## src/logic/dcache_pkg.sv

```systemverilog
// dcache shared definitions
// sizes of the two-way set-associative array, write source codes
// and the line type seen either whole or as four words
package dcache_pkg;

    localparam int INDEX_W  = 8;
    localparam int SETS     = 1 << INDEX_W;     // 256 sets
    localparam int TAG_W    = 20;
    localparam int WORD_W   = 32;
    localparam int N_WORDS  = 4;                // words per line
    localparam int OFFSET_W = 2;
    localparam int LINE_W   = N_WORDS * WORD_W; // 128 bits

    // granted write source
    localparam int SRC_W = 2;

    localparam logic [SRC_W-1:0] SRC_NONE  = 2'd0;
    localparam logic [SRC_W-1:0] SRC_L2    = 2'd1;
    localparam logic [SRC_W-1:0] SRC_MEM   = 2'd2;
    localparam logic [SRC_W-1:0] SRC_STORE = 2'd3;

    // refills use the whole line, stores and word RAMs use the word view
    typedef union packed {
        logic [LINE_W-1:0]              line;
        logic [N_WORDS-1:0][WORD_W-1:0] words; // words[0] is bits 31:0
    } dcache_line_u;

endpackage

```

## src/logic/write_arbiter.sv

```systemverilog
// dcache write arbiter
// fixed priority L2 refill, memory refill, store; the loser is dropped
// stores go only to the way that hit at the last lookup
module write_arbiter (
    input  logic                            l2_fill_en,
    input  logic [dcache_pkg::INDEX_W-1:0]  l2_fill_index,
    input  logic [dcache_pkg::TAG_W-1:0]    l2_fill_tag,
    input  logic                            l2_fill_way,
    input  logic [dcache_pkg::LINE_W-1:0]   l2_fill_line,
    input  logic                            mem_fill_en,
    input  logic [dcache_pkg::INDEX_W-1:0]  mem_fill_index,
    input  logic [dcache_pkg::TAG_W-1:0]    mem_fill_tag,
    input  logic                            mem_fill_way,
    input  logic [dcache_pkg::LINE_W-1:0]   mem_fill_line,
    input  logic                            store_en,
    input  logic [dcache_pkg::INDEX_W-1:0]  store_index,
    input  logic [dcache_pkg::OFFSET_W-1:0] store_offset,
    input  logic [dcache_pkg::WORD_W-1:0]   store_word,
    input  logic                            hit0,
    input  logic                            hit1,
    output logic                            wr_active,
    output logic [dcache_pkg::SRC_W-1:0]    wr_src,
    output logic [dcache_pkg::INDEX_W-1:0]  wr_index,
    output logic [dcache_pkg::TAG_W-1:0]    wr_tag,
    output dcache_pkg::dcache_line_u        wr_line,
    output logic [dcache_pkg::OFFSET_W-1:0] wr_offset,
    output logic                            wr_way0,
    output logic                            wr_way1
);

    logic store_ok;

    assign store_ok  = store_en && (hit0 || hit1); // write-no-allocate
    assign wr_offset = store_offset;               // only decoded for stores

    always_comb begin
        wr_src   = dcache_pkg::SRC_NONE;
        wr_index = store_index;
        wr_tag   = '0;
        wr_line  = '0;
        wr_way0  = 1'b0;
        wr_way1  = 1'b0;
        if (l2_fill_en) begin
            wr_src       = dcache_pkg::SRC_L2;
            wr_index     = l2_fill_index;
            wr_tag       = l2_fill_tag;
            wr_line.line = l2_fill_line;
            wr_way0      = !l2_fill_way;
            wr_way1      = l2_fill_way;
        end else if (mem_fill_en) begin
            wr_src       = dcache_pkg::SRC_MEM;
            wr_index     = mem_fill_index;
            wr_tag       = mem_fill_tag;
            wr_line.line = mem_fill_line;
            wr_way0      = !mem_fill_way;
            wr_way1      = mem_fill_way;
        end else if (store_ok) begin
            wr_src                      = dcache_pkg::SRC_STORE;
            wr_line.words[store_offset] = store_word; // other words masked off
            wr_way0                     = hit0;
            wr_way1                     = hit1;
        end
    end

    assign wr_active = (wr_src != dcache_pkg::SRC_NONE);

endmodule

```

## config.mk

```make
export PLATFORM = sky130hd
export DESIGN_NAME = write_arbiter
export DESIGN_NICKNAME = d
export VERILOG_FILES = /design/src/logic/dcache_pkg.sv /design/src/logic/write_arbiter.sv
export SDC_FILE = /design/constraint.sdc
export NUM_CORES = 1
export LEC_CHECK = 0
export ABC_AREA = 0
export BUFFER_PORTS_ARGS = -buffer_cell sky130_fd_sc_hd__buf_2
export CAP_MARGIN = 10
export CORE_AREA = 2 2 201 203
export DETAILED_ROUTE_END_ITERATION = 6
export DIE_AREA = 0 0 203 205
export PLACE_DENSITY_LB_ADDON = 0.12
export SLEW_MARGIN = 25
export SYNTH_ARGS = -nofsm -noshare
export SYNTH_HDL_FRONTEND = slang
export SYNTH_SLANG_ARGS = --single-unit
```

## constraint.sdc

```tcl
create_clock -name vclk -period 1.6
set_input_delay 0.32 -clock vclk [all_inputs]
set_output_delay 0.32 -clock vclk [all_outputs]
set_load 0.01 [all_outputs]
```

==> results of run 1 <==
[per-stage QoR]
| stage | instances | area, um^2 | total power (W) |
|---|---|---|---|
| floorplan | 577 | 3380 | 0.000906 |
| global placement | 1656 | 7290 | 0.00224 |
| detailed placement | 1656 | 7290 | 0.00223 |
| CTS | 1676 | 8510 | 0.00270 |
| global route | 1686 | 8880 | 0.00299 |
| finish | 1686 | 8880 | 0.00278 |
[cell families after synthesis]
group | after synthesis | share of synthesized area (%)
AO/OA/AOI/OAI | 292 | 56.0
multiplexers | 9 | 2.67
buffers and inverters | 73 | 11.6
AND/OR/NAND/NOR | 203 | 29.8
[cells in the final DEF (no fill, tap or decap), types with 7 or more instances in the layout]
cell,instances
buf_2,467
nand2_1,111
buf_6,74
buf_4,68
o21ai_0,44
a21oi_1,39
a31o_2,39
o21ai_2,33
a22oi_1,33
nor2b_1,29
o21ai_1,29
buf_12,29
a22o_1,23
nand4b_1,23
a22oi_2,17
nand2_2,15
nor2b_4,9
mux2i_1,9
a21oi_2,8
o21ai_4,7
buf_16,7
[layout make-up]
| type | count | area [um^2] | share of cell area, % |
|---|---|---|---|
| multi-input combinational | 504 | 3520 | 39.7 |
| tap | 525 | 657 | 7.39 |
| timing repair buffer | 657 | 4700 | 52.9 |
[worst max-delay path, cell delays in order]
cell     delay [ns]
buf_12         0.12
nor3b_4        0.22
buf_4          0.15
buf_12         0.13
nand2_1        0.13
o21ai_2        0.15
buf_4          0.13
buf_2          0.12
[per-layer routing]
| metal | global-route usage (%) | part of all wire (%) | vias to the layer above |
|---|---|---|---|
| met1 | 16.7 | 37 | 3208 |
| met5 | 0 | 0.16 | - |
| met2 | 29.8 | 52 | 340 |
| li1 | - | - | 3325 |
| met3 | 3.26 | 7.1 | 47 |
| met4 | 4.09 | 2.9 | 8 |
[timing repair]
item | 4_1_cts | 5_1_grt
gates resized for setup | 254 | 74
pin swaps | 16 | 39
gates cloned | 9 | 5
endpoints found under the setup margin | 161 | 146
buffers inserted | 17 | 10
[power breakdown]
| part | internal (W) | switching [W] | leakage, nW | total, W |
|---|---|---|---|---|
| Sequential | 0 | 0 | 0 | 0 |
| Clock | 0 | 0 | 0 | 0 |
| Combinational | 0.00145 | 0.00134 | 4.38 | 0.00278 |
| Total | 0.00145 | 0.00134 | 4.38 | 0.00278 |
[worst max path at each step]
| stage | endpoint | slack (ns) | depth (start not counted) |
|---|---|---|---|
| 2_1_floorplan | wr_line[14] | 0.006 | 6 |
| 3_3_place_gp | wr_line[32] | -0.72 | 7 |
| 3_5_place_dp | wr_line[32] | -0.70 | 7 |
| 4_1_cts | wr_src[0] | -0.18 | 7 |
| 5_1_grt | wr_line[43] | -0.25 | 7 |
| 6_report | wr_line[80] | -0.21 | 8 |
==> impl_metrics.ini, run 1 <==
[worst_setup_path]
required_ns = 1.28
worstPathArrival_ns = 1.49
worstSetupPathType = in -> out
crit_start = l2_fill_en
startpoint_type = input pin
crit_path_end_kind = output port
crit_fanout = 8

[cells_and_area]
nets = 1524
final_core_util_pct = 22.6
diodes = 0
drive_above_1_share_pct = 69.3
clkbuf_count = 0
syn_to_final_growth_pct = 163
fillers = 4556
regArea_um2 = 0
flops_and_latches = 0

[placement]
gp_congestion = 0.835
dp_slack_ns = -0.704
io_buffers = 524
dp_hpwl_um = 27600

[detailed_routing]
wl_per_cell_um = 20.9
drt-vias-per-instance = 4.11
drc = 0
routed_wirelength_um = 35200
antenna_left = 0
vias = 6928
drt_iter0_markers = 261
drt_pass1_iterations = 4

[global_routing]
grt_overflow = 0
grt_max_degree = 56
antenna_found_initial = 4
grt_pass1_vias = 7207
grt_pass1_wl_um = 47700
track_usage_pct = 15.4

[sta]
slew_violations = 0
fin_tns_setup_ns = -15.68
max_freq_mhz = 552
setup_viol = 123
slew-limit-headroom_pct = 72.6
hold_slack_ns = 0.850
worst_slack_ns = -0.212
finalCritPeriodShare_pct = 113
rsz0062_at_grt = true
worst_pin_slew_ns = 0.410
hold_viol = 0
layout_min_cycle_time_ns = 1.81

[die]
ios = 524
die_area_um2 = 41600
rows = 73
die_y_um = 205
start_util_pct = 8.58
core_um2 = 39400
die_w_um = 203

[logic_synthesis]
synth_cells = 577
ys_top_cells_by_area = o21ai_0, nand2_1, a31o_2
synth_most_common_cell = nand2_1
syn_area_per_cell_um2 = 5.85
synth_nets = 938
synth_area_um2 = 3380
yosys.area.top_type = o21ai_0
post_synth_num_cell_types = 29
yosysSeqAreaShare_pct = 0
synth_common_cells = nand2_1, o21ai_0, a22oi_1
synth_top_area_share_pct = 16.5
yosys_warnings = 0

[min_path]
holdPathEnd = wr_offset[0]
worstHoldStart = store_offset[0]
hold_class = in -> out
whs_path_depth = 2

[flow_run]
cap_violations = 0

[status]
violations = setup timing
outcome = finished, violations left

[power_and_ir_drop]
power_density_nw_per_um2 = 313
peakVddDrop_mv = 0.0914
leakage_nw = 4.38

[cts]
cts-hold-fix-buffers = 0
Note: power is estimated with default switching activity, not from simulation.
==> run 2: changes to the inputs <==
--- a/config.mk
+++ b/config.mk
@@ -8,9 +8,11 @@
 export ABC_AREA = 0
 export BUFFER_PORTS_ARGS = -buffer_cell sky130_fd_sc_hd__buf_2
 export CAP_MARGIN = 10
-export CORE_AREA = 2 2 201 203
+export CELL_PAD_IN_SITES_DETAIL_PLACEMENT = 1
+export CELL_PAD_IN_SITES_GLOBAL_PLACEMENT = 1
+export CORE_AREA = 2 2 204 206
 export DETAILED_ROUTE_END_ITERATION = 6
-export DIE_AREA = 0 0 203 205
+export DIE_AREA = 0 0 206 208
 export PLACE_DENSITY_LB_ADDON = 0.12
 export SLEW_MARGIN = 25
 export SYNTH_ARGS = -nofsm -noshare
==> impl_metrics.ini, run 2 (same netlist as run 1, synthesis figures left out) <==
[detailed_routing]
drc = 0
wl_met2_um = 20800
drt-vias-per-instance = 4.12
wl_met1_um = 14200
drt_iter0_markers = 221
drt_pass1_iterations = 4
highest_layer = met5
routed_wirelength_um = 39200
antenna_left = 0
wl_per_cell_um = 23.0
dr_wl_met3_um = 3140
vias = 7006

[sta]
setup_viol = 132
worst_pin_slew_ns = 0.378
rsz0062_at_grt = true
fin_tns_setup_ns = -17.09
hold_slack_ns = 0.857
slew-limit-headroom_pct = 74.7
max_freq_mhz = 544
slew_violations = 0
finalCritPeriodShare_pct = 115
hold_viol = 0
worst_slack_ns = -0.237
layout_min_cycle_time_ns = 1.84

[min_path]
whs_path_depth = 2
holdPathEnd = wr_offset[1]
worstHoldStart = store_offset[1]
hold_class = in -> out

[power_and_ir_drop]
leakage_nw = 4.54
power_switching_w = 0.00142
p_seq_share_pct = 0
intPower_w = 0.00155
p_total_w = 0.00296
power_density_nw_per_um2 = 315
power_frac_clock_pct = 0
switching_share_pct = 47.8
p_comb_share_pct = 100.0
peakVddDrop_mv = 0.106

[worst_setup_path]
startpoint_type = input pin
worstSetupPathType = in -> out
crit_fanout = 8
required_ns = 1.28
worstPathArrival_ns = 1.52
crit_path_end_kind = output port

[cells_and_area]
final_core_util_pct = 23.2
drive_above_1_share_pct = 70.1
nets = 1531
flops_and_latches = 0
final_cell_mix = buf_2, nand2_1, buf_6
final_area_um2 = 9410
regArea_um2 = 0
final_common_cell = buf_2
clkbuf_count = 0
fillers = 4980
syn_to_final_growth_pct = 179

[die]
start_util_pct = 8.32
ios = 524
rows = 74
die_area_um2 = 42800
core_um2 = 40600
die_y_um = 208
die_w_um = 206

[status]
violations = setup timing
outcome = finished, violations left

[global_routing]
antenna_found_initial = 10
grt_pass1_wl_um = 53400
grt_pass1_vias = 7729
track_usage_pct = 16.9
grt_overflow = 0
grt_max_degree = 37

[flow_run]
cap_violations = 0

[placement]
dp_hpwl_um = 30000
placement.cell_area_um2 = 7180
gp_congestion = 0.800
io_buffers = 524

[cts]
cts-hold-fix-buffers = 0
-- run 2: cell types whose count changed in the layout (fill, tap and decap cells not counted), moves of 5 or more --
cell     before  now
buf_4        68   63
a22oi_2      17   26
o21ai_0      44   58
buf_12       29   37
nand2_2      15    8
a31o_4        4   18
buf_8         6   14
o21ai_1      29   17
buf_2       467  456
a31o_2       39   25
a22oi_1      33   24
-- run 2: layout make-up --
type,count,area (um^2),share of cell area (%)
multi-input combinational,504,3710,39.4
tap,532,666,7.08
antenna,2,5.00,0.0532
timing repair buffer,664,5030,53.5
-- run 2: worst max-delay path, cell delays in order --
cell	delay [ns]
buf_6	0.09
o21a_1	0.21
nor2b_4	0.15
buf_12	0.15
buf_12	0.14
buf_16	0.12
a31o_4	0.21
buf_6	0.11
-- run 2: how the worst max path moves through the flow --
stage	slack (ns)	startpoint	depth (start not counted)	endpoint
floorplan	0.006	l2_fill_en	6	wr_line[14]
global placement	-0.37	l2_fill_en	6	wr_line[52]
detailed placement	-0.38	l2_fill_en	5	wr_line[101]
CTS	-0.26	l2_fill_en	8	wr_line[78]
global route	-0.28	l2_fill_en	8	wr_line[63]
finish	-0.24	hit1	8	wr_line[23]
-- run 2: layer usage --
metal / track usage [%] / vias to the layer above
met5: 0 / -
met4: 3.33 / 12
met3: 4.06 / 42
met2: 33.4 / 343
met1: 17.8 / 3262
li1: - / 3347
-- run 2: through the flow --
stage	setup WS (ns)	std cells
after CTS	-0.263	1697
final	-0.237	1702
after detailed placement	-0.380	1647
after floorplan	0.00645	577
after global routing	-0.275	1701
after global placement	-0.370	1647
-- run 2: power by group through the flow --
stage          Sequential (W)  Combinational, W        Clock [W]
2_1_floorplan               0          0.000906                0
3_3_place_gp                0           0.00223                0
3_5_place_dp                0           0.00223                0
4_1_cts                     0           0.00287                0
5_1_grt                     0           0.00317  0.0000000000836
6_report                    0           0.00296   0.000000000167
-- run 2: timing repair --
item                                    4_1_cts  5_1_grt
endpoints found under the setup margin      159      137
cloned                                       16        6
pin swaps                                    46       26
setup buffers                                35        3
gates resized for setup                     279       96
